--- src/source/rv_pkg.sv ---
`default_nettype none

package rv_pkg;

    // Data path and bus widths
    typedef logic [63:0] xlen_t;      // Register and bus data
    typedef logic [63:0] addr_t;      // Bus address
    typedef logic [31:0] inst_t;      // Instruction word
    typedef logic [31:0] pc_t;        // Program counter
    typedef logic [4:0]  reg_idx_t;   // x0..x31
    typedef logic [11:0] csr_addr_t;  // 12-bit CSR space
    typedef logic [3:0]  irq_vec_t;   // Interrupt vector from the platform

    // Major opcodes in use
    localparam logic [6:0] OPC_LUI    = 7'b0110111;
    localparam logic [6:0] OPC_OP_IMM = 7'b0010011;
    localparam logic [6:0] OPC_SYSTEM = 7'b1110011;

    // Machine CSR addresses
    localparam csr_addr_t CSR_MSTATUS = 12'h300;
    localparam csr_addr_t CSR_MIE     = 12'h304;
    localparam csr_addr_t CSR_MIP     = 12'h344;
    localparam csr_addr_t CSR_MCAUSE  = 12'h342;

    // Memory mapped peripherals
    localparam addr_t KEY_BASE     = 64'h0000_0000_8000_0010;  // Keyboard data
    localparam addr_t DISPLAY_BASE = 64'h0000_0000_8000_0000;  // Display register

    localparam irq_vec_t IRQ_KEYBOARD = 4'd1;

    // Register file write port
    typedef struct packed {
        logic     valid;
        reg_idx_t index;
        xlen_t    data;
    } rf_write_t;

    // CSR access, one per cycle
    typedef struct packed {
        logic      valid;
        csr_addr_t addr;
        xlen_t     wdata;
    } csr_req_t;

    // Memory bus request
    typedef struct packed {
        addr_t addr;
        xlen_t wdata;
        logic  we;    // Write strobe, completes same cycle
        logic  re;    // Read strobe, data one cycle later
    } bus_req_t;

endpackage

`default_nettype wire

--- src/source/rv_execute.sv ---
`timescale 1ns/10ps
`default_nettype none

module rv_execute import rv_pkg::*; (
    input  inst_t     ir,
    output reg_idx_t  rs1_index,
    input  xlen_t     rs1_data,
    output csr_req_t  csr_req,
    input  xlen_t     csr_rdata,  // Old CSR value, same cycle
    output rf_write_t wr
);

    logic [6:0] opcode;
    logic [2:0] funct3;
    reg_idx_t   rd;
    xlen_t      imm_u;
    xlen_t      imm_i;

    // Field extraction
    assign opcode    = ir[6:0];
    assign rd        = ir[11:7];
    assign funct3    = ir[14:12];
    assign rs1_index = ir[19:15];

    assign imm_u = {{32{ir[31]}}, ir[31:12], 12'b0};  // LUI, sign extended to 64
    assign imm_i = {{52{ir[31]}}, ir[31:20]};         // I-type

    always_comb begin
        wr            = '0;  // Unknown encodings are a no-op
        csr_req       = '0;
        wr.index      = rd;
        csr_req.addr  = ir[31:20];
        csr_req.wdata = rs1_data;  // CSRRW source
        case (opcode)
            OPC_LUI: begin
                wr.valid = 1'b1;
                wr.data  = imm_u;
            end
            OPC_OP_IMM: begin
                if (funct3 == 3'b000) begin  // ADDI only
                    wr.valid = 1'b1;
                    wr.data  = rs1_data + imm_i;
                end
            end
            OPC_SYSTEM: begin
                if (funct3 == 3'b001) begin  // CSRRW
                    csr_req.valid = 1'b1;
                    // Swap: old CSR value goes to rd
                    wr.valid = 1'b1;
                    wr.data  = csr_rdata;
                end
            end
            default: ;
        endcase
    end

endmodule

`default_nettype wire

--- config.mk ---
export PLATFORM = sky130hd
export DESIGN_NAME = rv_execute
export DESIGN_NICKNAME = d
export VERILOG_FILES = /design/src/source/rv_pkg.sv /design/src/source/rv_execute.sv
export SDC_FILE = /design/constraint.sdc
export NUM_CORES = 1
export LEC_CHECK = 0
export BUFFER_PORTS_ARGS = -buffer_cell sky130_fd_sc_hd__buf_2
export CAP_MARGIN = 15
export CORE_UTILIZATION = 30
export DETAILED_ROUTE_END_ITERATION = 10
export GPL_TIMING_DRIVEN = 0
export RECOVER_POWER = 100
export REMOVE_ABC_BUFFERS = 1
export SKIP_LAST_GASP = 1
export SYNTH_ARGS = -nofsm -noshare
export SYNTH_HDL_FRONTEND = slang
export SYNTH_SLANG_ARGS = --single-unit
--- constraint.sdc ---
create_clock -name vclk -period 3.3
set_input_delay 0.33 -clock vclk [all_inputs]
set_output_delay 0.33 -clock vclk [all_outputs]
set_load 0.05 [all_outputs]
# == Word level (Yosys, flattened, before mapping) ==
# Index checks and enable logic that the tools add are counted.
# classes
addsub,1
n_eq_ne,4
muxes,7
n_reduce_logical,1
# ops
operator,count
64-bit one-hot mux with 3 select lines,1
64-bit 2-to-1 mux,2
64-bit adder,1
"7-bit by 5-bit equality test with 1-bit output, second input constant",1
"7-bit by 6-bit equality test with 1-bit output, second input constant",1
"7-bit equality test, second input constant",1
"3-bit by 1-bit equality test with 1-bit output, second input constant",1
3-bit zero test,1
1-bit 2-to-1 mux,3
1-bit one-hot mux with 3 select lines,1
# word_totals
register_bits,0
inputBits,160
out_inout_bits,152
word_cells,13

# == Logic depth before layout (Yosys ltp) ==
# depth
depth_word,3
depth_mapped,14
mapped_depth_nobuf,14

# == Worst setup path after synthesis ==
# Ideal clock, no wire load.
# synth_path
path_kind,input port to output port
start,input ir[20]
end,output wr[62] (netlist bit)
arrival_ns,3.662
required_ns,2.970
setup_slack_ns,-0.692
stages,14
n_path_buf,0
path_cell_list,ha_1 > inv_1 > fa_1 > nand2b_1 > a21oi_1 > o21a_1 > a211oi_2 > o41ai_1 > a21oi_2 > nor4_1 > or4_4 > a22oi_1 > xor2_1 > o21ai_1
# synth_lines
element,line,rtl
"start, declared",rv_execute.sv:5,"input inst_t ir,"
"end, declared",rv_execute.sv:10,output rf_write_t wr

==> summary.txt <==
Run status
  • Run status: complete, but fails checks
  • Violations in the final reports: setup timing

Detailed routing
  • First-pass DRT Iterations: 5
  • Vias per cell: between 5 and 6
  • DRC: 0
  • Via Count: ~6600
  • First DRT Iteration DRCs: 413
  • DRT Wirelength: 21.5 mm
  • Antenna violation net count after detailed routing: 0
  • WL per Instance: 17.6 um

Timing
  • Final setup violation count: 22
  • Tcrit/Tclk final: 113%
  • Max-slew violations: 0
  • Post-route worst setup slack: -0.414 ns
  • Upper clock frequency limit: between 200 and 300 MHz
  • Slew HR: 24.3%
  • Final min period: 3.71 ns
  • RSZ-0062 raised after global routing: yes
  • Hold_ws: 0.660 ns
  • Fin. Hold Viols: 0
  • Worst-margin pin slew: 1.13 ns

Synth
  • Cells after synthesis: 767
  • Largest family of logic cells by synthesized area: compound AO/OA/AOI/OAI gates
  • Post-synthesis xor/xnor area fraction: 10.3%
  • Mux cell area share after synthesis: less than 1%
  • Synthesized area: slightly above 5000 um^2
  • Sequential area share after synthesis: 0%
  • Synthesized area per cell: 6.66 um^2
  • Post-synth cell types: 63
  • Adder-Cell Fraction of Synth Area: 15.8%
  • Synth Warn #: 0
  • Post-Synth Simple-Gate Area: 16.6%
  • Post-synthesis compound-gate area fraction: approximately 40%

Worst setup path
  • CP Capture Type: primary output
  • WP data required: 2.97 ns
  • Startpoint Class: input port
  • Crit path DAT: 3.38 ns
  • Max Fanout on Critical Path: 7
  • Critical path class: in -> out

Floorplan
  • Number of cell rows: 47
  • Die Area: 17600 um^2
  • I/O pins: between 300 and 400
  • Die Height: between 100 and 150 um
  • Core region area: 16600 um^2
  • Die width: ~130 um
  • Initial Utilization: about 31%

Layout
  • Commonest non-fill, non-tap cell in the layout: buf_2
  • Final instance area: 7720 um^2
  • Share of cells above drive strength 1: 40.5%
  • Diode count: 0
  • Reg area: 0 um^2
  • Synthesis-to-layout area growth: 51.2%
  • Fin nets: 1231
  • Total area of multi-input combinational cells: 5080 um^2
  • Fin cells: 1225
  • Most frequent cells in the layout: buf_2, clkbuf_1, a21oi_1, buf_4, nand2_1
  • Seq_cells: 0
  • Clock buffer count: 0
  • Fill cells: between 1500 and 2000
  • Final core utilization: 46.6%

Job
  • Max-cap viol count: 0

CTS
  • Hold Buf Count CTS: 0

Global route
  • Number of global-route vias before repair: around 6100
  • Largest net degree at the start of global routing: 43
  • First-pass GRT wire length: 32.7 mm
  • Total grt overflow: 0
  • GRT Total Usage: 22.8%
  • Initial antenna violation count: 0

Place
  • DP Area: 6170 um^2
  • Final GP Congestion: slightly below 0.9
  • Dpl cells: 1165
  • Port bufs: 302
  • HPWL after detailed placement: 16.2 mm

Pwr
  • PD cells: 195 nW/um^2
  • Max IR drop VDD: 0.0795 mV
  • Leak: 0.00338 uW
  • Total power: 1510 uW

Min path
  • Hold Crit Class: in -> out
  • Hold EP: wr[66]
  • Hold Crit Depth: 0
  • Worst hold start: ir[9]
-- synth_stat cells (2+ instances only) --
library cell	count	share of area [%]
a21oi_1	100	9.8
buf_4	86	13
ha_1	63	15
o21ai_0	57	5.6
nand2_1	53	3.9
o21ai_1	37	3.6
clkbuf_1	35	2.6
a21o_1	33	4.9
nor2_1	33	2.4
xnor2_1	31	5.3
xor2_1	29	5.0
a22oi_1	20	2.9
nand4_1	19	2.3
inv_1	16	1.2
nand3_1	13	1.3
o21bai_1	12	1.8
a211oi_1	9	1.3
and2_1	8	0.98
nor2b_1	8	0.98
nand2b_1	7	0.86
nor3_1	7	0.69
o21a_1	7	1.0
a31oi_1	6	0.74
and3_1	6	0.74
buf_2	5	0.49
a211o_1	4	0.69
a21boi_0	4	0.59
a221o_1	4	0.78
and4_1	4	0.69
o211ai_1	4	0.59
o31ai_1	4	0.59
a21boi_1	3	0.44
a41oi_1	3	0.51
nor4_1	3	0.37
or3_1	3	0.37
a2111oi_0	2	0.34
a22o_1	2	0.34
o31a_1	2	0.34
-- metal layers --
layer	share of wire (%)	track usage, %	vias up
li1	-	-	3235
met1	46	31.2	3130
met2	48	39.4	232
met3	4.8	1.72	19
met4	2.0	4.09	0
met5	0	0	-
-- kinds of logic (layout without fill, tap and decap cells) --
kind of cell | Yosys count | count (layout)
adder cells (fa/ha/maj) | 64 | 64
multiplexers | 1 | 1
buffers and inverters | 144 | 382
AND/OR/NAND/NOR | 170 | 170
XOR/XNOR | 60 | 60
AO/OA/AOI/OAI | 328 | 328
-- worst max-delay path, stage by stage --
cell,delay (ns)
buf_16,0.14
ha_4,0.22
and2_4,0.15
and3_4,0.17
a2111o_1,0.45
a211oi_4,0.27
o41ai_4,0.11
a21oi_2,0.23
nor4_2,0.06
or4_4,0.48
a31oi_4,0.20
xnor2_1,0.09
a221o_1,0.31
buf_6,0.16
-- metrics by stage --
| step | setup slack (ns) | TNS [ns] |
|---|---|---|
| global placement | -2.34 | -127.34 |
| detailed placement | -2.28 | -61.80 |
| CTS | -0.475 | -3.06 |
| finish | -0.414 | -3.52 |
| global route | -0.523 | -11.14 |
| floorplan | -1.17 | -73.72 |
-- how the worst max path moves through the flow --
stage / from / to / slack [ns]
finish: ir[31] / wr[50] / -0.41
global route: ir[20] / wr[60] / -0.52
CTS: ir[20] / wr[60] / -0.48
detailed placement: ir[31] / wr[60] / -2.28
global placement: ir[31] / wr[60] / -2.34
floorplan: ir[13] / wr[12] / -1.17
-- where the power goes --
part	switching (uW)	internal (uW)	leakage (uW)
registers	0	0	0
logic	878	628	0.00338
clock network	0	0	0
total	878	628	0.00338
-- area by class of cell --
class	count	share of cell area, %
multi-input cells	623	65.8
repair buffers	366	29.9
well taps	220	3.57
inverters	16	0.778
-- what timing repair did --
action                                  CTS  global route
pin swaps                                63            53
endpoints found under the setup margin   51            33
cloned                                    3             0
setup buffers                            40            18
gates resized for setup                 186            76
Note: power is estimated with default switching activity, not from simulation.
