## src/source/rv_pkg.sv

```systemverilog
`default_nettype none

package rv_pkg;

    // Data path and bus widths
    typedef logic [63:0] xlen_t;      // Register and bus data
    typedef logic [63:0] addr_t;      // Bus address
    typedef logic [31:0] inst_t;      // Instruction word
    typedef logic [31:0] pc_t;        // Program counter
    typedef logic [4:0]  reg_idx_t;   // x0..x31
    typedef logic [11:0] csr_addr_t;  // 12-bit CSR space
    typedef logic [3:0]  irq_vec_t;   // Interrupt vector from the platform

    // Major opcodes in use
    localparam logic [6:0] OPC_LUI    = 7'b0110111;
    localparam logic [6:0] OPC_OP_IMM = 7'b0010011;
    localparam logic [6:0] OPC_SYSTEM = 7'b1110011;

    // Machine CSR addresses
    localparam csr_addr_t CSR_MSTATUS = 12'h300;
    localparam csr_addr_t CSR_MIE     = 12'h304;
    localparam csr_addr_t CSR_MIP     = 12'h344;
    localparam csr_addr_t CSR_MCAUSE  = 12'h342;

    // Memory mapped peripherals
    localparam addr_t KEY_BASE     = 64'h0000_0000_8000_0010;  // Keyboard data
    localparam addr_t DISPLAY_BASE = 64'h0000_0000_8000_0000;  // Display register

    localparam irq_vec_t IRQ_KEYBOARD = 4'd1;

    // Register file write port
    typedef struct packed {
        logic     valid;
        reg_idx_t index;
        xlen_t    data;
    } rf_write_t;

    // CSR access, one per cycle
    typedef struct packed {
        logic      valid;
        csr_addr_t addr;
        xlen_t     wdata;
    } csr_req_t;

    // Memory bus request
    typedef struct packed {
        addr_t addr;
        xlen_t wdata;
        logic  we;    // Write strobe, completes same cycle
        logic  re;    // Read strobe, data one cycle later
    } bus_req_t;

endpackage

`default_nettype wire

```

## src/source/rv_csr.sv

```systemverilog
`timescale 1ns/10ps
`default_nettype none

module rv_csr import rv_pkg::*; (
    input  wire      clk,
    input  wire      reset,
    input  csr_req_t req,
    output xlen_t    rdata,
    input  irq_vec_t interrupt_vector,
    input  wire      mover_idle,
    output logic     irq_take
);

    // Bit 63 flags an interrupt, 11 is machine external
    localparam xlen_t MCAUSE_MEI = {1'b1, 59'b0, 4'd11};

    xlen_t mstatus;
    xlen_t mie;
    xlen_t mcause;
    xlen_t mip;
    logic  meip;

    // Pending comes straight from the vector, not software writable
    assign meip = (interrupt_vector == IRQ_KEYBOARD);
    assign mip  = {52'b0, meip, 11'b0};  // MEIP at bit 11

    assign irq_take = meip && mstatus[3] && mie[11] && mover_idle;  // MIE, MEIE

    always_comb begin
        case (req.addr)
            CSR_MSTATUS: rdata = mstatus;
            CSR_MIE:     rdata = mie;
            CSR_MIP:     rdata = mip;
            CSR_MCAUSE:  rdata = mcause;
            default:     rdata = '0;  // Unimplemented CSRs read zero
        endcase
    end

    always_ff @(posedge clk or negedge reset) begin
        if (!reset) begin
            mstatus <= '0;
            mie     <= '0;
            mcause  <= '0;
        end else begin
            if (req.valid && req.addr == CSR_MSTATUS) mstatus <= req.wdata;
            if (req.valid && req.addr == CSR_MIE)     mie     <= req.wdata;
            // Interrupt wins over a software write on the same edge
            if (irq_take) begin
                mcause <= MCAUSE_MEI;
            end else if (req.valid && req.addr == CSR_MCAUSE) begin
                mcause <= req.wdata;
            end
        end
    end

endmodule

`default_nettype wire

```

## config.mk

```make
export PLATFORM = sky130hd
export DESIGN_NAME = rv_csr
export DESIGN_NICKNAME = d
export VERILOG_FILES = /design/src/source/rv_pkg.sv /design/src/source/rv_csr.sv
export SDC_FILE = /design/constraint.sdc
export NUM_CORES = 1
export LEC_CHECK = 0
export BUFFER_PORTS_ARGS = -buffer_cell sky130_fd_sc_hd__clkbuf_2
export CAP_MARGIN = 25
export CORE_MARGIN = 2
export CORE_UTILIZATION = 37
export DETAILED_ROUTE_END_ITERATION = 8
export HOLD_SLACK_MARGIN = 0.05
export SLEW_MARGIN = 20
export SYNTH_ARGS = -nofsm -noshare
export SYNTH_HDL_FRONTEND = slang
export SYNTH_SLANG_ARGS = --single-unit
```

## constraint.sdc

```tcl
create_clock -name clk -period 2.6 [get_ports clk]
set_input_delay 0.52 -clock clk [delete_from_list [all_inputs] [get_ports clk]]
set_output_delay 0.52 -clock clk [all_outputs]
set_load 0.005 [all_outputs]
```

; ---- Word level (Yosys, flattened, before mapping)
; Cells that the tools add are included.
[op_classes]
n_addsub = 0
n_mul = 0
n_div = 0
magnitude_cmp = 0
n_eq_ne = 5
n_shift = 0
mux = 3
n_bitwise = 0
n_reduce_logical = 7
[ops]
columns = op, n
row1 = $pmux 64 s4, 1
row2 = $mux 64, 2
row3 = $eq 12x10->1 const B, 4
row4 = $logic_and 1x1->1, 6
row5 = $eq 4x1->1 const B, 1
row6 = $reduce_bool 2->1, 1
[totals]
reg_bits = 192
latchBits = 0
ramBits = 0
romBits = 0
in_bits = 84
output_inout_bits = 65
wordCells = 18
mem_count = 0

; ---- Longest topological paths before layout
[depth]
ltp_word = 5
ltp_mapped = 6
depth_no_buf = 3

; ---- Least setup slack after synthesis
; OpenSTA, ideal clock, no wires.
[synth_path]
path_type = in2out
start = input req[69] in the netlist's numbering
end = output rdata[0]
t_arrival_ns = 2.058
required_time_ns = 2.080
path_slack_ns = 0.022
stages = 5
n_path_buf = 2
cell_sequence = or3_1 buf_2 nor4_2 clkbuf_1 o2bb2ai_1
[synth_between]
elab_chain_cells = 2
elab_cells_between_ends = 5
classes_between = eq/ne: 4 / mux: 1
[synth_lines]
columns = element, line
row1 = "start, declared", rv_csr.sv:7  ; input csr_req_t req,
row2 = $eq 12x10->1, rv_csr.sv:30  ; case (req.addr)
row3 = $pmux 64 s4 (*), rv_csr.sv:30
row4 = "end, declared", rv_csr.sv:8  ; output xlen_t rdata,
; Mark *: on every way between the ends. The rest lies on a longest branch, timed or not.

; ---- Final worst setup path
[layout_path]
start = input req[69] in the netlist's numbering
end = output rdata[57]
; Same word-level chain as after synthesis.

==> flow_summary.ini <==
[cells_and_area]
layout_commonest_cell = dfrtp_1
final_cell_mix = 192 x dfrtp_1, 143 x clkbuf_2, 128 x mux2i_1, 120 x o21ai_0, 92 x mux2_2
layout-drive-gt1-share_pct = 39.64
area_growth_pct = 23.80
finalNetCount = 954
stdcell_count = 1208
fin_area_mm2 = 0.01148
postLayoutCoreUtil_pct = 46.94

[floorplanning]
die_w_um = 162.3
num_rows = 57
coreArea_mm2 = 0.02446
ios = 149
start_util_pct = 37.92
design.die.area_mm2 = 0.02635
die_y_um = 162.3

[critical_path]
r2r_start = mstatus[3]
ff2ff_path_depth = 4
cp_slowest_cell = or4b_4
crit_required_ns = 2.08
rrSetupSlack_ns = 1.07
slowest_delay_ns = 0.55
cp.arrival_ns = 2.12
r2r-end = mcause[8]
endpoint_kind = output pin
critPathLaunchType = primary input
path_class = in -> out
cp_max_fo = 34
path_cells = buf_6 -> or3_4 -> or4b_4 -> buf_12 -> o2bb2ai_2 -> clkbuf_2

[place]
place_inst = 1172
gp_congestion = 0.7281
dp_hpwl_um = 14970
place_area_mm2 = 0.01058
portBuffers = 148

[grt]
grt_max_degree = 89
track_usage_pct = 17.94
grt_pass1_wl_um = 36740
grt-ovfl-total = 0
antenna_found_initial = 1
grt_pass1_vias = 6608

[sta]
finalMaxSlewViolations = 0
skew_ns = 0.01201
period_minus_slack_ns = 2.637
fin_crit_sh_pct = 101.4
setup_viol = 21
finalHoldViolCount = 0
clock.fmax_mhz = 379.2
rsz0062_at_grt = yes
tightest_slew_ns = 0.7789
setup_ws_ns = -0.03706
relSlewSlack_pct = 48.07

[clocking]
cts_tree = built
cts_root_buf = clkbuf_16
clock-sinks = 192
clk_latency_ns = 0.44
clkTransAtPathRegs_ns = 0.08
cts_buffer_depth = 2
h-tree-depth = 4
numCtsBuffers = 17

[synthesis]
netlist.area_leader.share_pct = 51.80
yosysTopAreaCell = dfrtp_1
ys_seq_area_share_pct = 51.80
synth.distinct_cells = 27
avgSynthCellArea_um2 = 12.71
synth_area_mm2 = 0.009275
netlist_instances = 730
syn-num-nets = 814
synth.area.top_cells = dfrtp_1 52%, mux2i_1 14%, mux2_2 11%
yosys_warnings = 0
ys_ff_latch = 192

[run_status]
status = finished, violations left
violations = negative setup slack

[detailed_routing]
drc = 0
ant_nets = 0
vias_per_cell = 5.335
via_count = 6445
drt_iter0_markers = 292
firstDrtPassIters = 6
routed_wl_um = 23460
wl_per_cell_um = 19.42

[flow_run]
maxCapViolCount = 0

[pwr]
p_total_uw = 6043
powerDensity_mw_per_mm2 = 526.3
power_leakage_uw = 0.005419
max-vdd-ir-drop_uv = 322.7

[worst_hold_path]
holdCritPathClass = in -> async
## stage by stage
stage	setup WS (ns)	setup TNS, ns	hold slack [ns]
final	-0.03706	-0.3387	0.05381
after global routing	-0.06790	-1.749	0.07202
after detailed placement	-0.2872	-12.91	0.4742
after global placement	-0.2902	-12.39	0.4663
after floorplan	0.02181	0	0.2244
after CTS	-0.009190	-0.02630	0.06209
## cell usage after synthesis
library cell,count
a22o_1,1
nand3b_1,1
nor4_2,1
mux2i_1,128
nor2_1,2
nand3_1,1
dfrtp_1,192
and3_1,1
clkbuf_1,41
o2bb2ai_1,63
mux2_1,36
o22ai_1,1
mux2_2,92
buf_2,9
or2_2,1
buf_1,7
or3_1,1
or4b_1,3
a21oi_1,8
nand4b_1,1
buf_6,12
nor4_4,2
nor4_1,2
o21ai_0,120
nand4bb_1,2
nand2_1,1
nor4b_1,1
## logic make-up after synthesis
family | synth area share, %
buffers and inverters | 3.885
multiplexers | 29.35
flip-flops | 51.80
AO/OA/AOI/OAI | 13.02
AND/OR/NAND/NOR | 1.943
## cell type report
type	count	area (um2)
clock buffer	18	439.2
tap	324	405.4
sequential	192	4805
fill	2225	12980
clock inverter	14	170.2
multi-input combinational	469	4342
antenna	1	2.502
timing repair buffer	190	1319
## timing repair
| item | 4_1_cts | 5_1_grt |
|---|---|---|
| setup endpoints to repair | 64 | 48 |
| pin swaps | 1 | 0 |
| setup buffers | 1 | 0 |
| hold buffers | 0 | 0 |
| gates cloned | 1 | 2 |
| gates resized for setup | 20 | 18 |
## how the worst max path moves through the flow
| stage | depth (start not counted) | endpoint | from | slack, ns |
|---|---|---|---|---|
| detailed placement | 6 | rdata[2] | req[69] | -0.29 |
| floorplan | 5 | rdata[0] | req[69] | 0.02 |
| global route | 6 | rdata[53] | req[69] | -0.07 |
| CTS | 6 | rdata[53] | req[69] | -0.009 |
| global placement | 6 | rdata[2] | req[69] | -0.29 |
| finish | 6 | rdata[57] | req[69] | -0.04 |
## sequential cells by signal, summed over array words and instances (netlist names)
name	count
mcause	64
mstatus	64
mie	64
## routing by layer
metal | wire, um | vias to the layer above | track usage [%] | share of wire (%)
li1 | - | 3021 | - | -
met4 | 292 | 0 | 4.264 | 1.2
met1 | 10890 | 3301 | 24.22 | 46
met3 | 886 | 18 | 3.616 | 3.8
met5 | 0 | - | 0 | 0
met2 | 11390 | 105 | 29.85 | 49
## critical path, delay by kind of cell
kind | cells | cell delay, ns
AND/OR/NAND/NOR | 2 | 0.94
buffers and inverters | 3 | 0.43
AO/OA/AOI/OAI | 1 | 0.19
## where the power goes
part	leakage (uW)	internal, uW	switching, uW
registers	0.00268	3000	6.83
logic	0.00244	119	187
clock network	0.000293	1480	1250
total	0.00542	4600	1450
No activity file was read; power rests on OpenSTA's default activity.
