===== config.mk =====
export PLATFORM = sky130hd
export DESIGN_NAME = rv_regfile
export DESIGN_NICKNAME = d
export VERILOG_FILES = /design/src/source/rv_pkg.sv /design/src/source/rv_regfile.sv
export SDC_FILE = /design/constraint.sdc
export NUM_CORES = 2
export LEC_CHECK = 0
export BUFFER_PORTS_ARGS = -buffer_cell sky130_fd_sc_hd__buf_2
export CAP_MARGIN = 20
export CORE_ASPECT_RATIO = 1.1
export CORE_MARGIN = 5
export CORE_UTILIZATION = 45
export CTS_CLUSTER_SIZE = 40
export DETAILED_ROUTE_END_ITERATION = 12
export PLACE_DENSITY = 0.59
export SLEW_MARGIN = 15
export SYNTH_ARGS = -nofsm -noshare
export SYNTH_HDL_FRONTEND = slang
export SYNTH_SLANG_ARGS = --single-unit
export TNS_END_PERCENT = 50

===== constraint.sdc =====
create_clock -name clk -period 5.9 [get_ports clk]
set_input_delay 1.18 -clock clk [delete_from_list [all_inputs] [get_ports clk]]
set_output_delay 1.18 -clock clk [all_outputs]
set_load 0.05 [all_outputs]

===== src/source/rv_pkg.sv =====
`default_nettype none

package rv_pkg;

    // Data path and bus widths
    typedef logic [63:0] xlen_t;      // Register and bus data
    typedef logic [63:0] addr_t;      // Bus address
    typedef logic [31:0] inst_t;      // Instruction word
    typedef logic [31:0] pc_t;        // Program counter
    typedef logic [4:0]  reg_idx_t;   // x0..x31
    typedef logic [11:0] csr_addr_t;  // 12-bit CSR space
    typedef logic [3:0]  irq_vec_t;   // Interrupt vector from the platform

    // Major opcodes in use
    localparam logic [6:0] OPC_LUI    = 7'b0110111;
    localparam logic [6:0] OPC_OP_IMM = 7'b0010011;
    localparam logic [6:0] OPC_SYSTEM = 7'b1110011;

    // Machine CSR addresses
    localparam csr_addr_t CSR_MSTATUS = 12'h300;
    localparam csr_addr_t CSR_MIE     = 12'h304;
    localparam csr_addr_t CSR_MIP     = 12'h344;
    localparam csr_addr_t CSR_MCAUSE  = 12'h342;

    // Memory mapped peripherals
    localparam addr_t KEY_BASE     = 64'h0000_0000_8000_0010;  // Keyboard data
    localparam addr_t DISPLAY_BASE = 64'h0000_0000_8000_0000;  // Display register

    localparam irq_vec_t IRQ_KEYBOARD = 4'd1;

    // Register file write port
    typedef struct packed {
        logic     valid;
        reg_idx_t index;
        xlen_t    data;
    } rf_write_t;

    // CSR access, one per cycle
    typedef struct packed {
        logic      valid;
        csr_addr_t addr;
        xlen_t     wdata;
    } csr_req_t;

    // Memory bus request
    typedef struct packed {
        addr_t addr;
        xlen_t wdata;
        logic  we;    // Write strobe, completes same cycle
        logic  re;    // Read strobe, data one cycle later
    } bus_req_t;

endpackage

`default_nettype wire


===== src/source/rv_regfile.sv =====
`timescale 1ns/10ps
`default_nettype none

module rv_regfile import rv_pkg::*; (
    input  wire       clk,
    input  wire       reset,
    input  rf_write_t wr,
    input  reg_idx_t  rs1_index,
    output xlen_t     rs1_data,
    input  reg_idx_t  debug_index,
    output xlen_t     debug_data
);

    xlen_t regs [1:31];  // x0 has no storage

    always_ff @(posedge clk or negedge reset) begin
        if (!reset) begin
            for (int i = 1; i < 32; i++) begin
                regs[i] <= '0;
            end
        end else if (wr.valid && wr.index != 5'd0) begin  // Writes to x0 dropped
            regs[wr.index] <= wr.data;
        end
    end

    // Combinational reads, x0 hardwired to zero
    assign rs1_data   = (rs1_index == 5'd0) ? '0 : regs[rs1_index];
    assign debug_data = (debug_index == 5'd0) ? '0 : regs[debug_index];

endmodule

`default_nettype wire


# After elaboration in Yosys (flattened, before gate mapping)
# Index checks and enable logic that the tools add are counted.
[totals] word_cells=54 reg_bits=1984 out_inout_bits=128 in_bits=82
[classes] bitwise=3 n_reduce_logical=5 order_cmp=4 muxes=11
[ops] op="$bwmux 1984" count=1
[ops] op="$bmux 64 s5" count=2
[ops] op="$mux 64" count=7
[ops] op="$demux 64 s5" count=1
[ops] op="$ge 6x6->1 const B" count=3
[ops] op="$not 5->6" count=3
[ops] op="$logic_not 5->1" count=2
[ops] op="$lt 6x1->1 const B" count=1
[ops] op="$reduce_bool 5->1" count=1
[ops] op="$logic_and 1x1->1" count=2

# Logic depth before layout (Yosys ltp)
[logic_depth] depth_word=6 mapped_depth=10 depth_no_buf=5

# Worst setup path after synthesis
# OpenSTA, ideal clock, no wires.
[synth_path] path_type="input to output" startpoint="input port debug_index[1]" endpoint="output port debug_data[34]" setup_slack_ns=1.177 path_buffers=4 arrival_ns=3.543 path_stages=9 t_required_ns=4.720 path_cell_list="buf_2 buf_2 buf_2 buf_2 mux4_2 mux2i_1 nand2_1 o21ai_0 a211oi_1"
[synth_via] elab_chain_cells=5 elab_cells_between_ends=6 classes_between="mux (4); bitwise (1); reduce/logical (1)"
[synth_lines] element="start: declaration" line="rv_regfile.sv:10" rtl="input reg_idx_t debug_index,"
[synth_lines] element="$not 5->6 (not written as such)" line="rv_regfile.sv:28" rtl="assign debug_data = (debug_index == 5'd0) ? '0 : regs[debug_index];"
[synth_lines] element="$bmux 64 s5" line="rv_regfile.sv:28"
[synth_lines] element="$mux 64 (not written as such) (2 in a row)" line="rv_regfile.sv:28"
[synth_lines] element="$mux 64 *" line="rv_regfile.sv:28"
[synth_lines] element="end: declaration" line="rv_regfile.sv:11" rtl="output xlen_t debug_data"
# Every way passes the cells marked *; elsewhere a longest branch is shown, timed or not. The select of a mux whose other input is x is not followed.

# Worst setup path after layout
[layout_path] startpoint="input port rs1_index[0]" endpoint="output port rs1_data[28]"
[layout_via] elab_chain_cells=5 elab_cells_between_ends=6 classes_between="mux (4); bitwise (1); reduce/logical (1)"
[layout_lines] element="start: declaration" line="rv_regfile.sv:8" rtl="input reg_idx_t rs1_index,"
[layout_lines] element="$not 5->6 (not written as such)" line="rv_regfile.sv:27" rtl="assign rs1_data = (rs1_index == 5'd0) ? '0 : regs[rs1_index];"
[layout_lines] element="$bmux 64 s5" line="rv_regfile.sv:27"
[layout_lines] element="$mux 64 (not written as such) (2 in a row)" line="rv_regfile.sv:27"
[layout_lines] element="$mux 64 *" line="rv_regfile.sv:27"
[layout_lines] element="end: declaration" line="rv_regfile.sv:9" rtl="output xlen_t rs1_data,"
# Marks and branches as above.

==> metrics.yaml <==
status: "finished, final reports clean"
rsz0062_at_grt: "no"
drv_cap: 0
yosysSeqAreaShare_pct: 46.5
finalNonFillerCells: 10655
yosysMostFrequentCell: "mux2_2"
slowest_delay_ns: 0.76
async_flop_share_pct: 100
cts_resized: 0
crit_buf_inv: 4
tightestPinTransition_ns: 1.15
power.density_nw_per_um2: 348
cp.arrival_ns: 4.56
vias_per_cell: 6.55
syn_area_um2: 107000
synth-compound-area-share_pct: 4.21
die-area_um2: 247000
io_buffers: 209
drc_errors: 0
clk_pin_slew_ns: 0.06
synth_adder_area_share_pct: 0
dp_cells: 10234
worstReg2RegEnd: "regs[1061]"
synthMuxAreaShare_pct: 43.2
ys_seq_elements: 1984
criticalPathCategory: "input pin to primary output"
ff2ff_setup_slack_ns: 5.08
synth_fp_nets: 7531
synth_commonest_cells: "mux2_2 (2178), dfrtp_1 (1984), mux4_2 (748)"
pin_count: 210
area_delta_synth_final_pct: 11.7
reg_top3: "regs: 1984 flops"
cp-start-kind: "input pin"
htreeDepth: 4
antenna_found_initial: 33
cts_tree: "yes"
setup_viol: 0
hp-class: "input pin to asynchronous set/reset pin"
nNetsFinal: 7420
cp.depth: 7
ctsRootBufferMaster: "clkbuf_16"
die_w_um: 474
start_util_pct: 45.2
cp_top_family: "buffers and inverters"
dominantRegCellSynth: "dfrtp_1"
synth_xor_area_share_pct: 0
ctsHoldBuffers: 0
timing.slew.headroom_pct: 22.9
path_max_fanout: 41
total_power_mw: 41.5
crit_top_cell: "buf_4"
hpwl_mm: 204
grt_pass1_wl_mm: 528
cellLeakagePower_nw: 52.1
endpoint_kind: "primary output"
wl_per_cell_um: 34.1
cts_made_buffers: 218
netlist-cell-type-count: 44
ant_nets: 0
synth_largest_area_cell: "dfrtp_1"
wl_mm: 363
layout_worst_path_cycle_share_pct: 97.4
grt_max_degree: 182
clk_latency_ns: 0.87
finalHoldViolCount: 0
slew_violations: 0
synth_cells: 7449
r2r_start: "regs[1061]"
gp_congestion: 0.792
ir_drop_uv: 325
cp-startpoint: "rs1_index[0]"
post_cts_buffers: 0
worstPathRequired_ns: 4.72
finClkSkew_ns: 0
cts_buffer_depth: 3
dr.first_iter.drc_count: 6637
synth_edf_count: 0
synth_area_leaders: "dfrtp_1 (47%), mux2_2 (23%), mux4_2 (16%)"
reg2reg_depth: 1
drtPass1Iterations: 5
synth.avg_cell_area_um2: 14.3
worstSetupEndpoint: "rs1_data[28]"
yosysTopAreaCellShare_pct: 46.5
regMostFlops: "regs"
slowest_stage: "a22oi_1"
via_count: 69792
grt_pass1_vias: 72425
max_freq_ghz: 0.174
fill_cells: 19916
yosysWarningCount: 0
largest_register_ffs: 1984
synth_top_family_by_area: "multiplexers"
post-route-util_pct: 50.5
timing.final.crit_period_ns: 5.74
grt-ovfl-total: 0
grt_usage_pct: 29.1
row_count: 187
yosys.area_share.simple_pct: 2.69
crit_chain: "buf_8, buf_4, buf_4, mux4_2, a22oi_1, a31oi_1, buf_12"
core_area_um2: 236000
drive_above_1_share_pct: 50.7
die_h_um: 521
clock_sinks: 1984
fin_setup_tns_ns: 0
layer usage:
layer	vias up	track usage (%)	share of wire, %
met2	2550	47.5	48
met1	38293	39.7	42
met5	-	0	0.024
met3	678	4.70	6.1
li1	28257	-	-
met4	14	9.91	3.8
cells in the final DEF (no fill, tap or decap), types with 111 or more instances in the layout:
| cell | instances |
|---|---|
| nor2b_1 | 111 |
| mux4_2 | 748 |
| a221oi_1 | 119 |
| mux2i_1 | 458 |
| buf_2 | 191 |
| mux2_2 | 2178 |
| nand2_1 | 239 |
| buf_4 | 172 |
| clkbuf_16 | 222 |
| dfrtp_1 | 1984 |
| a21oi_1 | 121 |
per-stage QoR:
stage	hold slack [ns]	area [um^2]	setup WS, ns
2_1_floorplan	0.491	107000	1.18
3_3_place_gp	0.500	112000	0.186
3_5_place_dp	0.508	112000	0.256
4_1_cts	0.327	119000	0.247
5_1_grt	0.361	119000	0.178
6_report	0.351	119000	0.156
how the worst min path moves through the flow:
stage	to	cells past startpoint	slack, ns
finish	regs[1898]	1	0.35
floorplan	regs[1795]	1	0.49
CTS	regs[1834]	1	0.33
global route	regs[1898]	1	0.36
detailed placement	regs[1640]	1	0.51
global placement	regs[1626]	1	0.50
final cells by class:
cell class / instances / area [um^2] / share of cell area [%]
well taps: 3118 / 3900 / 3.27
clock buffers: 337 / 6630 / 5.56
diodes: 14 / 35.0 / 0.0294
flip-flops and latches: 1984 / 49600 / 41.7
repair buffers: 471 / 4360 / 3.66
inverters: 1 / 6.26 / 0.00525
clock inverters: 68 / 793 / 0.666
multi-input cells: 4662 / 53800 / 45.1
where the power goes:
group | total, mW | switching, mW | internal [mW]
clock | 14.2 | 5.88 | 8.27
sequential | 18.3 | 1.98 | 16.3
combinational | 9.03 | 4.05 | 4.98
total | 41.5 | 11.9 | 29.5
cells by family (layout without fill, tap and decap cells):
group | Yosys count | count (layout)
simple gates | 620 | 620
flops | 1984 | 1984
compound gates | 651 | 651
mux | 3391 | 3391
buf+inv | 803 | 877
other cells | 0 | 14
(Power assumes the default switching activity.)
