[config.mk]
export PLATFORM = sky130hd
export DESIGN_NAME = rv_irq_mover
export DESIGN_NICKNAME = d
export VERILOG_FILES = /design/src/source/rv_pkg.sv /design/src/source/rv_irq_mover.sv
export SDC_FILE = /design/constraint.sdc
export NUM_CORES = 1
export LEC_CHECK = 0
export ABC_AREA = 0
export BUFFER_PORTS_ARGS = -buffer_cell sky130_fd_sc_hd__buf_2
export CELL_PAD_IN_SITES_DETAIL_PLACEMENT = 0
export CELL_PAD_IN_SITES_GLOBAL_PLACEMENT = 2
export CORE_ASPECT_RATIO = 1.5
export CORE_MARGIN = 4
export CORE_UTILIZATION = 10
export CTS_BUF_LIST = sky130_fd_sc_hd__clkbuf_16
export DETAILED_ROUTE_END_ITERATION = 16
export PLACE_DENSITY = 0.8
export SKIP_LAST_GASP = 1
export SLEW_MARGIN = 20
export SYNTH_ARGS = -nofsm -noshare
export SYNTH_HDL_FRONTEND = slang
export SYNTH_SLANG_ARGS = --single-unit
[constraint.sdc]
create_clock -name clk -period 1.35 [get_ports clk]
set_clock_uncertainty 0.15 [all_clocks]
set_input_delay 0.135 -clock clk [delete_from_list [all_inputs] [get_ports clk]]
set_output_delay 0.135 -clock clk [all_outputs]
set_load 0.03 [all_outputs]
[src/source/rv_pkg.sv]
`default_nettype none

package rv_pkg;

    // Data path and bus widths
    typedef logic [63:0] xlen_t;      // Register and bus data
    typedef logic [63:0] addr_t;      // Bus address
    typedef logic [31:0] inst_t;      // Instruction word
    typedef logic [31:0] pc_t;        // Program counter
    typedef logic [4:0]  reg_idx_t;   // x0..x31
    typedef logic [11:0] csr_addr_t;  // 12-bit CSR space
    typedef logic [3:0]  irq_vec_t;   // Interrupt vector from the platform

    // Major opcodes in use
    localparam logic [6:0] OPC_LUI    = 7'b0110111;
    localparam logic [6:0] OPC_OP_IMM = 7'b0010011;
    localparam logic [6:0] OPC_SYSTEM = 7'b1110011;

    // Machine CSR addresses
    localparam csr_addr_t CSR_MSTATUS = 12'h300;
    localparam csr_addr_t CSR_MIE     = 12'h304;
    localparam csr_addr_t CSR_MIP     = 12'h344;
    localparam csr_addr_t CSR_MCAUSE  = 12'h342;

    // Memory mapped peripherals
    localparam addr_t KEY_BASE     = 64'h0000_0000_8000_0010;  // Keyboard data
    localparam addr_t DISPLAY_BASE = 64'h0000_0000_8000_0000;  // Display register

    localparam irq_vec_t IRQ_KEYBOARD = 4'd1;

    // Register file write port
    typedef struct packed {
        logic     valid;
        reg_idx_t index;
        xlen_t    data;
    } rf_write_t;

    // CSR access, one per cycle
    typedef struct packed {
        logic      valid;
        csr_addr_t addr;
        xlen_t     wdata;
    } csr_req_t;

    // Memory bus request
    typedef struct packed {
        addr_t addr;
        xlen_t wdata;
        logic  we;    // Write strobe, completes same cycle
        logic  re;    // Read strobe, data one cycle later
    } bus_req_t;

endpackage

`default_nettype wire

[src/source/rv_irq_mover.sv]
`timescale 1ns/10ps
`default_nettype none

module rv_irq_mover import rv_pkg::*; (
    input  wire      clk,
    input  wire      reset,
    input  wire      irq_take,       // Level, held while pending and enabled
    input  xlen_t    bus_read_data,  // Valid the cycle after the read strobe
    output bus_req_t bus_req,
    output logic     interrupt_done,
    output logic     idle
);

    typedef enum logic [1:0] {
        IDLE,
        READ,
        WRITE
    } mover_state_t;

    mover_state_t state;

    always_ff @(posedge clk or negedge reset) begin
        if (!reset) begin
            state <= IDLE;
        end else begin
            case (state)
                IDLE:    if (irq_take) state <= READ;
                READ:    state <= WRITE;  // Key data arrives during WRITE
                WRITE:   state <= IDLE;   // Can retrigger if vector still held
                default: state <= IDLE;
            endcase
        end
    end

    // Strobes decoded from the state flops
    always_comb begin
        bus_req = '0;  // Everything low outside a strobe
        case (state)
            READ: begin
                bus_req.addr = KEY_BASE;
                bus_req.re   = 1'b1;
            end
            WRITE: begin
                bus_req.addr  = DISPLAY_BASE;
                bus_req.wdata = {56'b0, bus_read_data[7:0]};  // Key byte only
                bus_req.we    = 1'b1;
            end
            default: ;
        endcase
    end

    assign interrupt_done = (state == WRITE);  // Same cycle as the display write
    assign idle           = (state == IDLE);

endmodule

`default_nettype wire

Word level (Yosys, flattened, before mapping):

Index checks and enable logic that the tools add are counted.

* equality and inequality tests: 3
* muxes and demuxes: 5
* reductions and logical operators: 1

Operator list (number)
* 32-bit one-hot mux with 2 select lines: 1
* 9-bit two-way mux: 1
* 2-bit one-hot mux with 2 select lines: 1
* 2-bit by 1-bit equality test with 1-bit output, second input constant: 1
* 2-bit equality test, second input constant: 1
* 2-bit logical NOT: 1
* 2-bit two-way mux: 1
* 2-bit != test, second input constant: 1
* 1-bit two-way mux: 1

* flip-flop bits (word level): 2
* bits of input ports: 67
* output and inout bits: 132

Longest topological paths before layout:

* word-level depth: 2
* gate-level depth with buffers: 4

Least setup slack after synthesis:

No wires, ideal clock.

* path kind: reg2reg
* start: register state[0]
* end: register state[1]
* setup time: 0.125 ns
* arrival: 1.231 ns
* data required time: 1.075 ns
* path slack: -0.156 ns
* stages on the path, launching flop included: 5
* buffers on the path: 0
* period minus slack after synthesis: 1.506 ns
* cell sequence: dfrtp_1 > inv_1 > ha_1 > nand2b_4 > mux2_4

* longest elaborated chain between the ends: 2
* elaborated cells between the ends (all ways): 4

RTL lines
* start, declared: line rv_irq_mover.sv:20 `mover_state_t state;`
* start signal, assigned: line rv_irq_mover.sv:24 `state <= IDLE;`
* start signal, assigned: line rv_irq_mover.sv:27 `IDLE: if (irq_take) state <= READ;`
* start signal, assigned: line rv_irq_mover.sv:28 `READ: state <= WRITE;`
* 2-bit logical NOT *
* via idle: line rv_irq_mover.sv:11 `output logic idle`
* 2-bit one-hot mux with 2 select lines or 2-bit != test (tied branches)

The timed path passes the listed nets; every way through them passes the cells marked *.
A chain may end at the register's enable or synchronous reset.

==> results by group <==
Pwr
  – Switching power: ~0.0011 W
  – Clock Power Share: 22.7%
  – Sw Share: between 50% and 60%
  – Pwr Density: ~1800 nW/um^2
  – Power share of the combinational group: 71.4%
  – Static leakage: approximately 0.67 nW
  – Register share of total power: roughly 5.9%
  – Max VDD drop: 256 uV
  – Cell-internal power: 0.000953 W
  – Final Power: 0.00206 W

Final layout
  – Post-Layout Cell Count: between 300 and 400
  – Leading registers by flop count: state x2
  – Final core occ: between 10% and 20%
  – Layout cells sized above 1: around 23%
  – NumNets Final: roughly 240
  – Top reg by flops: state
  – Max FFs per register: 2
  – Area growth, synth to finish: 6.95%
  – Antenna diodes: 0
  – # fillers: roughly 1200

Setup path
  – Crit path max fanout: 8
  – Crit Path Class: flip-flop to primary output
  – Critical Path RT: between 1 and 1.5 ns
  – CP Capture Type: primary output
  – CP Data Arrival Time: ~1.2 ns
  – CP startpoint kind: flip-flop

Synth
  – Synth area leaders: buf_4 (82%), and2_1 (4.6%), dfrtp_1 (4.6%)
  – EDFF count, synth: 0
  – Yosys warnings: 0
  – Register bit total from synthesis: 2
  – Most frequent cell after synthesis: buf_4
  – Area leader, netlist: buf_4
  – Synth Cell Area: 1100 um^2
  – Syn_area_per_cell: slightly below 8 um^2
  – Synth async-reset ratio: 100%
  – Seq/Total Area, Yosys: 4.56%
  – Synth cell types: 9
  – Post-synth top area share: between 80% and 90%
  – Post-Synthesis Cells: 140
  – Top cells by count, synth: buf_4 (120), and2_1 (8), ha_1 (4)
  – Most used flip-flop cell after synthesis: dfrtp_1

Run status
  – Status: finished, violations left
  – Failing checks: setup timing

Global routing
  – Pin count of the biggest net entering global routing: 9
  – Initial antenna violation count: 0
  – Vias in the first global route: around 400
  – First-pass GRT wire length: 1.89 mm
  – GR Overflow Total: 0
  – Gr usage total: ~2.0%

Placement
  – Placed cell count: about 310
  – GP Congestion: roughly 0.56
  – DP Worst Slack: -0.0974 ns
  – I/O Buffers: 24
  – Detailed placement HPWL: approximately 1.6 mm

CTS
  – CTS Buffer Depth: 2
  – CTS clk-pin slew, worst paths: about 0.03 ns
  – H-Tree Depth: 1
  – CTS root buf: clkbuf_16
  – Num Clock Sinks: 2
  – CTS Buf Count: 3
  – CTS tree: yes
  – Worst-Skew Late Latency: 0.23 ns

Route
  – DR pass1 iterations: 2
  – # DRC: 0
  – Antenna-violating nets left: 0
  – Vias: 584
  – Wire length per cell: slightly above 6 um
  – DRT Wirelength: just under 2 mm
  – Initial DRC Count: 1
  – Vias/cell: ~1.9

Die
  – Die X: 93.6 um
  – I/O pin count: 199
  – DIE HEIGHT: around 140 um
  – Core area: 10600 um^2
  – Site row count: 46
  – Starting Density: about a tenth
  – Die ar.: about 13000 um^2

STA
  – RSZ-0062 raised after global routing: yes
  – Sum Neg Setup Slack: -0.995 ns
  – Final hold violations: 0
  – Fmax: ~0.69 GHz
  – Final period utilization: 107%
  – Final Max Tran Viols: 0
  – Final Setup Violations: 13
  – Final min period: between 1 and 1.5 ns
  – Final setup margin: -0.0988 ns

Hold path
  – Worst Hold Class: primary input to asynchronous set/reset pin

Job
  – MaxCap Viol Count: 0
[logic make-up (layout without fill, tap and decap cells)]
logic type | Yosys count | in the layout | share of synthesized area (%)
buf+inv | 122 | 33 | 82.7
simple gates | 9 | 9 | 5.81
fa+ha+maj | 4 | 4 | 4.56
flops | 2 | 2 | 4.56
other cells | 1 | 118 | 0.341
compound gates | 1 | 1 | 0.684
mux | 1 | 1 | 1.37
[per-layer routing]
| layer | wire, um | GRT usage [%] | vias to the layer above |
|---|---|---|---|
| met5 | 0 | 0 | - |
| met4 | 34 | 1.45 | 0 |
| met3 | 591 | 0.554 | 3 |
| met2 | 978 | 4.81 | 113 |
| met1 | 316 | 0.901 | 230 |
| li1 | - | - | 238 |
[placed cells by master, fill, tap and decap left out]
cell type | synthesis | layout
and2_1 | 8 | 6
and2_4 | 0 | 2
buf_2 | 0 | 10
buf_4 | 120 | 3
buf_6 | 0 | 13
clkbuf_16 | 0 | 3
conb_1 | 1 | 118
dfrtp_1 | 2 | 1
dfrtp_2 | 0 | 1
dlygate4sd3_1 | 0 | 2
ha_1 | 4 | 1
ha_4 | 0 | 3
inv_2 | 0 | 2
mux2_4 | 1 | 1
nand2b_4 | 1 | 1
o21a_1 | 1 | 1
[power by group through the flow]
stage	Combinational, W	Clock (W)	Sequential, W
finish	0.00147	0.000467	0.000122
global route	0.00154	0.000478	0.000125
CTS	0.00146	0.000481	0.000122
detailed placement	0.00116	0	0.000113
global placement	0.00116	0	0.000110
floorplan	0.00131	0	0.000105
[cell type report]
class                           count  area, um^2  share of cell area [%]
Clock buffer                        3        75.1                    6.39
Inverter                            2        7.51                   0.639
Multi-Input combinational cell    133         622                    52.9
Sequential cell                     2        51.3                    4.37
Tap cell                          144         180                    15.3
Timing Repair Buffer               28         239                    20.3
[per-stage QoR]
step                hold slack [ns]  instance area (um^2)
detailed placement           -0.220                   957
global placement             -0.225                   957
floorplan                    -0.311                  1550
global route                  0.104                  1170
finish                       0.0810                  1170
CTS                          0.0837                  1170
[worst max-delay path: stages, from the launching register on]
cell	delay (ns)
dfrtp_1	0.38
inv_2	0.10
ha_4	0.16
and2_4	0.16
buf_6	0.13
[path summary, 6_finish.rpt]
kind                                 startpoint              endpoint  slack, ns  cells after the start
max reg2reg                state[0]$_DFFE_PN0P_  state[1]$_DFFE_PN0P_      -0.01                      5
max                        state[0]$_DFFE_PN0P_            bus_req[3]       -0.1                      4
min                                       reset  state[0]$_DFFE_PN0P_       0.08                      2
min reg2reg                state[1]$_DFFE_PN0P_  state[1]$_DFFE_PN0P_       0.46                      1
max in group asynchronous                 reset  state[1]$_DFFE_PN0P_       0.85                      2
min in group clk               bus_read_data[4]            bus_req[6]       0.45                      3
[what timing repair did]
item,4_1_cts,5_1_grt
buffers inserted,1,0
pin swaps,1,0
hold buffers,2,0
endpoints found under the setup margin,15,15
gates resized for setup,36,0
hold endpoints to repair,3,0
Power figures use the tool's default switching activity.
