[src/source/rv_pkg.sv]
`default_nettype none

package rv_pkg;

    // Data path and bus widths
    typedef logic [63:0] xlen_t;      // Register and bus data
    typedef logic [63:0] addr_t;      // Bus address
    typedef logic [31:0] inst_t;      // Instruction word
    typedef logic [31:0] pc_t;        // Program counter
    typedef logic [4:0]  reg_idx_t;   // x0..x31
    typedef logic [11:0] csr_addr_t;  // 12-bit CSR space
    typedef logic [3:0]  irq_vec_t;   // Interrupt vector from the platform

    // Major opcodes in use
    localparam logic [6:0] OPC_LUI    = 7'b0110111;
    localparam logic [6:0] OPC_OP_IMM = 7'b0010011;
    localparam logic [6:0] OPC_SYSTEM = 7'b1110011;

    // Machine CSR addresses
    localparam csr_addr_t CSR_MSTATUS = 12'h300;
    localparam csr_addr_t CSR_MIE     = 12'h304;
    localparam csr_addr_t CSR_MIP     = 12'h344;
    localparam csr_addr_t CSR_MCAUSE  = 12'h342;

    // Memory mapped peripherals
    localparam addr_t KEY_BASE     = 64'h0000_0000_8000_0010;  // Keyboard data
    localparam addr_t DISPLAY_BASE = 64'h0000_0000_8000_0000;  // Display register

    localparam irq_vec_t IRQ_KEYBOARD = 4'd1;

    // Register file write port
    typedef struct packed {
        logic     valid;
        reg_idx_t index;
        xlen_t    data;
    } rf_write_t;

    // CSR access, one per cycle
    typedef struct packed {
        logic      valid;
        csr_addr_t addr;
        xlen_t     wdata;
    } csr_req_t;

    // Memory bus request
    typedef struct packed {
        addr_t addr;
        xlen_t wdata;
        logic  we;    // Write strobe, completes same cycle
        logic  re;    // Read strobe, data one cycle later
    } bus_req_t;

endpackage

`default_nettype wire

[src/source/rv_fetch.sv]
`timescale 1ns/10ps
`default_nettype none

module rv_fetch import rv_pkg::*; (
    input  wire   clk,
    input  wire   reset,        // Active low
    input  inst_t instruction,  // Word presented for the current pc
    output pc_t   pc,
    output inst_t ir,
    output logic  heartbeat
);

    // No branches, so the pc just walks forward one word per cycle
    always_ff @(posedge clk or negedge reset) begin
        if (!reset) begin
            pc        <= '0;
            ir        <= '0;  // Decodes as nothing
            heartbeat <= 1'b0;
        end else begin
            pc        <= pc + 32'd4;
            ir        <= instruction;  // Executed in the next cycle
            heartbeat <= ~heartbeat;   // Liveness toggle
        end
    end

endmodule

`default_nettype wire

[config.mk]
export PLATFORM = sky130hd
export DESIGN_NAME = rv_fetch
export DESIGN_NICKNAME = d
export VERILOG_FILES = /design/src/source/rv_pkg.sv /design/src/source/rv_fetch.sv
export SDC_FILE = /design/constraint.sdc
export NUM_CORES = 1
export LEC_CHECK = 0
export BUFFER_PORTS_ARGS = -buffer_cell sky130_fd_sc_hd__buf_2
export CAP_MARGIN = 15
export CELL_PAD_IN_SITES_DETAIL_PLACEMENT = 1
export CELL_PAD_IN_SITES_GLOBAL_PLACEMENT = 2
export CORE_MARGIN = 2
export CORE_UTILIZATION = 26
export CTS_CLUSTER_DIAMETER = 150
export DETAILED_ROUTE_END_ITERATION = 8
export HOLD_SLACK_MARGIN = 0.15
export PLACE_DENSITY = 0.78
export SLEW_MARGIN = 20
export SYNTH_ARGS = -nofsm -noshare
export SYNTH_HDL_FRONTEND = slang
export SYNTH_SLANG_ARGS = --single-unit
[constraint.sdc]
create_clock -name clk -period 1.42 [get_ports clk]
set_input_delay 0.071 -clock clk [delete_from_list [all_inputs] [get_ports clk]]
set_output_delay 0.071 -clock clk [all_outputs]
set_load 0.03 [all_outputs]
### Word level (Yosys, flattened, before mapping)

Index checks and enable logic that the tools add are counted.

| operators by class | value |
|---|---|
| add/subtract/negate cells | 1 |
| multipliers | 0 |
| div/mod/pow operators | 0 |
| order comparisons | 0 |
| equality and inequality tests | 0 |
| shifts and indexed selects | 0 |
| mux-type cells | 0 |
| bitwise operators | 1 |
| reductions and logical operators | 0 |

Operators by type and width:

| operator | number |
|---|---|
| 32-bit by 3-bit adder with 32-bit output, second input constant | 1 |
| 1-bit inverter | 1 |

| word-level totals | value |
|---|---|
| flip-flop bits (word level) | 65 |
| bits in latches | 0 |
| RAM bits | 0 |
| ROM bits | 0 |
| bits of input ports | 34 |
| output and inout bits | 65 |
| word-level logic and storage cells | 5 |
| memories kept | 0 |

### Logic depth before layout (Yosys ltp)

Gate-level depths: netlist (run 1).

| depth | value |
|---|---|
| depth after elaboration | 1 |
| mapped depth | 5 |

### Least setup slack after synthesis (run 1)

Ideal clock, no wire load.

| path | value |
|---|---|
| path type | reg2reg |
| from | register pc[2] |
| to | register pc[30] |
| library setup time | 133 ps |
| arrival | 1635 ps |
| required time | 1287 ps |
| path slack | -348 ps |
| stages on the path, launching flop included | 6 |
| path buffers | 0 |
| period minus slack after synthesis | 1768 ps |
| cell sequence | dfrtp_1 -> ha_1 -> nand3_1 -> nor4_4 -> nand4_1 -> xnor2_1 |

| on the way | value |
|---|---|
| cells in the longest elaborated chain, start to end | 1 |

RTL lines:

| what | RTL line | RTL |
|---|---|---|
| start, declared | rv_fetch.sv:8 | `output pc_t pc,` |
| start signal, assigned | rv_fetch.sv:20 | `pc <= pc + 32'd4;` |
| 32-bit by 3-bit adder with 32-bit output | rv_fetch.sv:20 |  |

Every way passes these cells.

### Worst setup path in the final report (run 1)

| path | value |
|---|---|
| from | register pc[3] |
| to | register pc[30] |

Same word-level chain as after synthesis.

==> results.md, run 1 <==
- Pins Over Slew Limit: 0
- Clock Latency Late Sink: 0.33 ns
- Worst r2r dst: pc[30]
- Number of detailed-route iterations in the first pass: 4
- Final Skew: 0.00870 ns
- Sequential fraction of the synthesis area: 71.9%
- Synth top area cells: dfrtp_1 72%, xnor2_1 7.6%, xor2_1 3.6%
- Synth warn: 0
- Crit path kind: reg -> reg
- #FFs+latches synth: 63
- Synthesized instance count: 147
- Row count: 33
- Inserted Clock Buffers: 9
- Hold_ws: 0.284 ns
- Detailed-route vias per instance: 4.17
- Synth Cell Area: 2190 um^2
- Placed Area: 3060 um^2
- Data required, critical path: 1.66 ns
- Core Util, Final: 45.5%
- Global route overflow: 0
- Final Cell Area: 3740 um^2
- Synth-to-Final Area Change: 70.5%
- Pleak: 1.93 nW
- Post-Layout Cell Count: 432
- Max-Cap Viols: 0
- Die Height: 95.8 um
- Startpoint class of the critical path: register
- First-pass GRT wire length: 9.51 mm
- Reg2Reg Setup Slack: -0.01 ns
- Max Clk Rate: 0.698 GHz
- Core region area: 8220 um^2
- Initial antenna violation count: 0
- Starting Density: 26.7%
- Number of antenna repair diodes: 0
- DR iter-0 viols: 39
- Most frequent cells in the layout: 96 x buf_2, 38 x dfrtp_1, 33 x dlygate4sd3_1, 33 x buf_4, 25 x dfrtp_2
- Post-route DRC: 0
- Yosys top cell by area: dfrtp_1
- Worst setup path startpoint: pc[3]
- Fin worst setup slack: -0.0119 ns
- Placed wire-length estimate: 3.97 mm
- Root Driver: clkbuf_8
- Final setup viols: 1
- Arr. time, crit path: 1.67 ns
- Fin nets: 358
- Path depth of the worst reg2reg path: 6
- Vias in the first global route: 1940
- Maximum VDD drop: 526 uV
- CP max FO: 8
- I/O Buffers: 96
- Pwr dens: 991 nW/um^2
- # H-tree levels: 3
- Die area: 9190 um^2
- Post-synth cell types: 20
- CP Capture Type: register
- Final hold vios: 0
- Drt wl/cell: 13.6 um
- Routed vias: 1801
- RePlAce Congestion: 0.735
- # IOs: 99
- Synth top area share: 71.9%
- CTS sink cnt: 63
- Global-route usage over all layers: 14.0%
- Post-Syn Area per Cell: 14.9 um^2
- Tightest Hold Check Type: in -> async
- Fin crit period: 1.43 ns
- Fraction of layout cells with a size suffix above 1: 58.1%
- Largest net degree at the start of global routing: 64
- TritonCTS clock tree: done
- Most common cell after layout, fill and taps aside: buf_2
- Tcrit/Tclk final: 101%
- Worst R2R Start: pc[3]
- RSZ-0062 raised after global routing: true
- Status: finished, violations left
- Clk pin slew, worst setup/hold paths: 0.07 ns
- Failing checks: setup timing
- Post-DRT Antenna Nets: 0
- Post-Route WL: 5.89 mm
- Clock Tree Buf Depth: 2
- Die X: 95.8 um
- Dpl cells: 372
==> synthesized netlist by cell type <==
cell type   n
nor4_1      1
nand3_1    10
nand4_2     1
buf_4       2
ha_1        1
nor2_1      6
dfrtp_1    63
conb_1      1
nand4_1     6
nor3_1      3
inv_1       4
nand4_4     1
nor4_4      3
nand3_2     1
nand3_4     1
xor2_1      9
and3_1      4
xnor2_1    19
or2_1       1
nand2_1    10
==> cells by family (layout without fill, tap and decap cells) <==
kind of cell	Yosys count	after routing	share of synthesized area, %
flip-flops	63	63	71.9
buffers and inverters	6	185	1.37
adder cells (fa/ha/maj)	1	1	0.570
other	1	2	0.171
XOR/XNOR	28	28	11.2
AND/OR/NAND/NOR	48	48	14.8
==> critical path, stage by stage (launching register included) <==
cell	delay [ns]
dfrtp_2	0.42
ha_4	0.17
nand3_4	0.10
nor4_4	0.15
buf_6	0.17
nand4_1	0.12
xnor2_1	0.20
==> cell type report <==
| cell class | instances | area [um^2] |
|---|---|---|
| Clock buffer | 11 | 151 |
| Clock inverter | 4 | 45.0 |
| Fill cell | 915 | 4480 |
| Inverter | 4 | 15.0 |
| Multi-Input combinational cell | 79 | 667 |
| Sequential cell | 63 | 1610 |
| Tap cell | 105 | 131 |
| Timing Repair Buffer | 166 | 1120 |
==> worst max path at each step <==
stage	cells after the start	endpoint
3_3_place_gp	4	pc[15]
5_1_grt	6	pc[30]
2_1_floorplan	5	pc[30]
4_1_cts	6	pc[30]
6_report	6	pc[30]
3_5_place_dp	6	pc[30]
==> power by group <==
group	total, mW	internal (mW)	leakage [nW]	switching [mW]
registers	1.85	1.84	0.749	0.0110
logic	0.311	0.128	1.08	0.183
clock network	1.54	0.887	0.105	0.655
==> flip-flops by register name, summed over array words and instances, names as in the netlist <==
signal,cells
pc,30
heartbeat,1
ir,32
==> per-layer routing <==
layer	vias up	GRT usage (%)	share of wire, %	wire [um]
met5	-	0	0	0
met3	7	6.03	5.9	349
met1	900	14.7	39	2310
met4	0	5.00	1.3	78
li1	837	-	-	-
met2	57	24.8	53	3150
==> through the flow <==
| stage | power, mW | TNS (ns) | setup WS, ns |
|---|---|---|---|
| final | 3.70 | -0.0119 | -0.0119 |
| after global routing | 3.89 | -0.453 | -0.102 |
| after CTS | 3.79 | 0 | 0.00612 |
| after detailed placement | 2.13 | -0.197 | -0.0465 |
| after global placement | 2.12 | -0.0375 | -0.0208 |
| after floorplan | 2.00 | -1.18 | -0.167 |
==> repair_timing <==
action                     in CTS  in global routing
pin swaps                       2                 11
hold endpoints to repair       95                  0
buffers inserted                2                 10
resized for setup               5                  7
setup endpoints to repair      11                 15
hold buffers                   33                  0
(Power assumes the default switching activity.)
==> inputs of run 2 (changes only) <==
--- a/config.mk
+++ b/config.mk
@@ -7,14 +7,14 @@
 export LEC_CHECK = 0
 export BUFFER_PORTS_ARGS = -buffer_cell sky130_fd_sc_hd__buf_2
 export CAP_MARGIN = 15
-export CELL_PAD_IN_SITES_DETAIL_PLACEMENT = 1
-export CELL_PAD_IN_SITES_GLOBAL_PLACEMENT = 2
+export CELL_PAD_IN_SITES_DETAIL_PLACEMENT = 0
+export CELL_PAD_IN_SITES_GLOBAL_PLACEMENT = 1
 export CORE_MARGIN = 2
-export CORE_UTILIZATION = 26
+export CORE_UTILIZATION = 32
 export CTS_CLUSTER_DIAMETER = 150
 export DETAILED_ROUTE_END_ITERATION = 8
 export HOLD_SLACK_MARGIN = 0.15
-export PLACE_DENSITY = 0.78
+export PLACE_DENSITY = 0.79
 export SLEW_MARGIN = 20
 export SYNTH_ARGS = -nofsm -noshare
 export SYNTH_HDL_FRONTEND = slang
==> results.md, run 2 (synthesis gave the netlist of run 1 again) <==
- CTS sink cnt: 63
- Max Clk Rate: 0.722 GHz
- CP Capture Type: register
- RePlAce Congestion: 0.758
- Global-route usage over all layers: 14.2%
- Comb power frac: 7.9%
- First-pass GRT wire length: 8.15 mm
- Post-DRT Antenna Nets: 0
- Data required, critical path: 1.64 ns
- Crit-path cells: nand4_4 -> nor4_4 -> buf_4 -> nand3_1 -> xnor2_1
- Number of antenna repair diodes: 0
- Fin crit period: 1.38 ns
- Initial antenna violation count: 0
- Detailed-route vias per instance: 4.36
- Maximum VDD drop: 659 uV
- Die area: 7530 um^2
- Post-Route WL: 5.01 mm
- I/O Buffers: 96
- Inserted Clock Buffers: 9
- Clk pin slew, worst setup/hold paths: 0.07 ns
- Fraction of layout cells with a size suffix above 1: 56.3%
- RSZ-0062 raised after global routing: true
- Number of detailed-route iterations in the first pass: 4
- Core region area: 6720 um^2
- Row count: 30
- Startpoint class of the critical path: register
- Max-Cap Viols: 0
- Fin nets: 350
- Crit path kind: reg -> reg
- Placed Area: 2970 um^2
- Clock Tree Buf Depth: 2
- Routed vias: 1745
- Sequential Power Share: 47.8%
- # H-tree levels: 3
- Post-route DRC: 0
- DR iter-0 viols: 52
- Switching share of power: 22.6%
- Arr. time, crit path: 1.60 ns
- Biggest register: ir
- Final hold vios: 0
- Most common cell after layout, fill and taps aside: buf_2
- Hold_ws: 0.277 ns
- Final Skew: 0.00549 ns
- Vias in the first global route: 1783
- Largest net degree at the start of global routing: 64
- Tightest Hold Check Type: in -> async
- Root Driver: clkbuf_8
- Crit-path slowest cell: dfrtp_2
- Biggest cell delay along the critical path: 0.39 ns
- # IOs: 99
- Clock Latency Late Sink: 0.33 ns
- Net Sw Power: 0.875 mW
- Max FFs per register: 32
- Synth-to-Final Area Change: 66.3%
- Pins Over Slew Limit: 0
- Tcrit/Tclk final: 97.5%
- Starting Density: 32.6%
- Largest registers: ir x32, pc x30, heartbeat x1
- Final Cell Area: 3650 um^2
- TritonCTS clock tree: done
- Most frequent cells in the layout: 96 x buf_2, 38 x dfrtp_1, 33 x dlygate4sd3_1, 26 x buf_4, 25 x dfrtp_2
- Status: finished clean
- Clk pwr share: 44.3%
- Final setup viols: 0
- Die Height: 86.8 um
- Fill cells: 577
- CP max FO: 7
- Global route overflow: 0
- Die X: 86.8 um
- Internal cell power: 3.00 mW
- Pwr dens: 1060 nW/um^2
- Pleak: 1.89 nW
- Drt wl/cell: 12.5 um
- Placed wire-length estimate: 3.21 mm
## run 2: changes by cell type in the layout (fill, tap and decap cells not counted), sizes merged
cell,delta
clkbuf,-1
buf,-8
bufinv,+1
clkinv,+1
## run 2: worst paths after layout
path                                start         to  slack, ns  cells past startpoint
setup / recovery                    pc[9]     pc[29]       0.04                      5
hold / removal                      reset      pc[9]       0.28                      3
setup reg to reg                    pc[9]     pc[29]       0.04                      5
hold reg to reg                 heartbeat  heartbeat       0.43                      1
max in group asynchronous           reset     pc[21]       0.87                      3
min in group clk           instruction[2]      ir[2]       0.37                      2
## run 2: routing by layer
layer / GRT usage (%) / up-vias / wire length, um
met3: 5.43 / 9 / 365
met5: 0 / - / 0
li1: - / 823 / -
met1: 17.4 / 845 / 2110
met2: 21.7 / 68 / 2450
met4: 7.24 / 0 / 89
## run 2: what timing repair did
item,in CTS,in global routing
hold buffers,33,0
endpoints found under the hold margin,95,0
gates resized for setup,2,7
pin swaps,0,10
setup endpoints to repair,4,16
setup buffers,2,8
## run 2: per-stage QoR
stage               cells  total power, mW  worst slack, ns  setup TNS, ns  utilization [%]
floorplan             148             2.00           -0.167          -1.18                -
global placement      341             2.12           0.0118              0             44.3
CTS                   392             3.92          0.00918              0             52.8
finish                400             3.87           0.0353              0             54.3
detailed placement    341             2.12         -0.00145       -0.00145             44.3
global route          400             4.03          -0.0702         -0.357             54.3
## run 2: layout make-up
class,instances,area (um^2),share of cell area [%]
timing repair buffer,158,1050,28.7
multi-input combinational,79,654,17.9
clock inverter,6,83.8,2.30
clock buffer,10,138,3.77
inverter,4,15.0,0.412
tap,80,100,2.74
sequential,63,1610,44.1
## run 2: power by group through the flow
stage / registers (mW) / clock network (mW) / logic, mW
2_1_floorplan: 1.98 / 0 / 0.0111
4_1_cts: 1.85 / 1.77 / 0.310
5_1_grt: 1.85 / 1.85 / 0.330
6_report: 1.85 / 1.71 / 0.307
3_5_place_dp: 1.88 / 0 / 0.241
3_3_place_gp: 1.88 / 0 / 0.238
## run 2: worst max-delay path, delay by kind of cell (launching register included)
family,cells,cell delay [ns]
AND/OR/NAND/NOR,3,0.55
flip-flops,1,0.39
buffers and inverters,1,0.19
XOR/XNOR,1,0.14
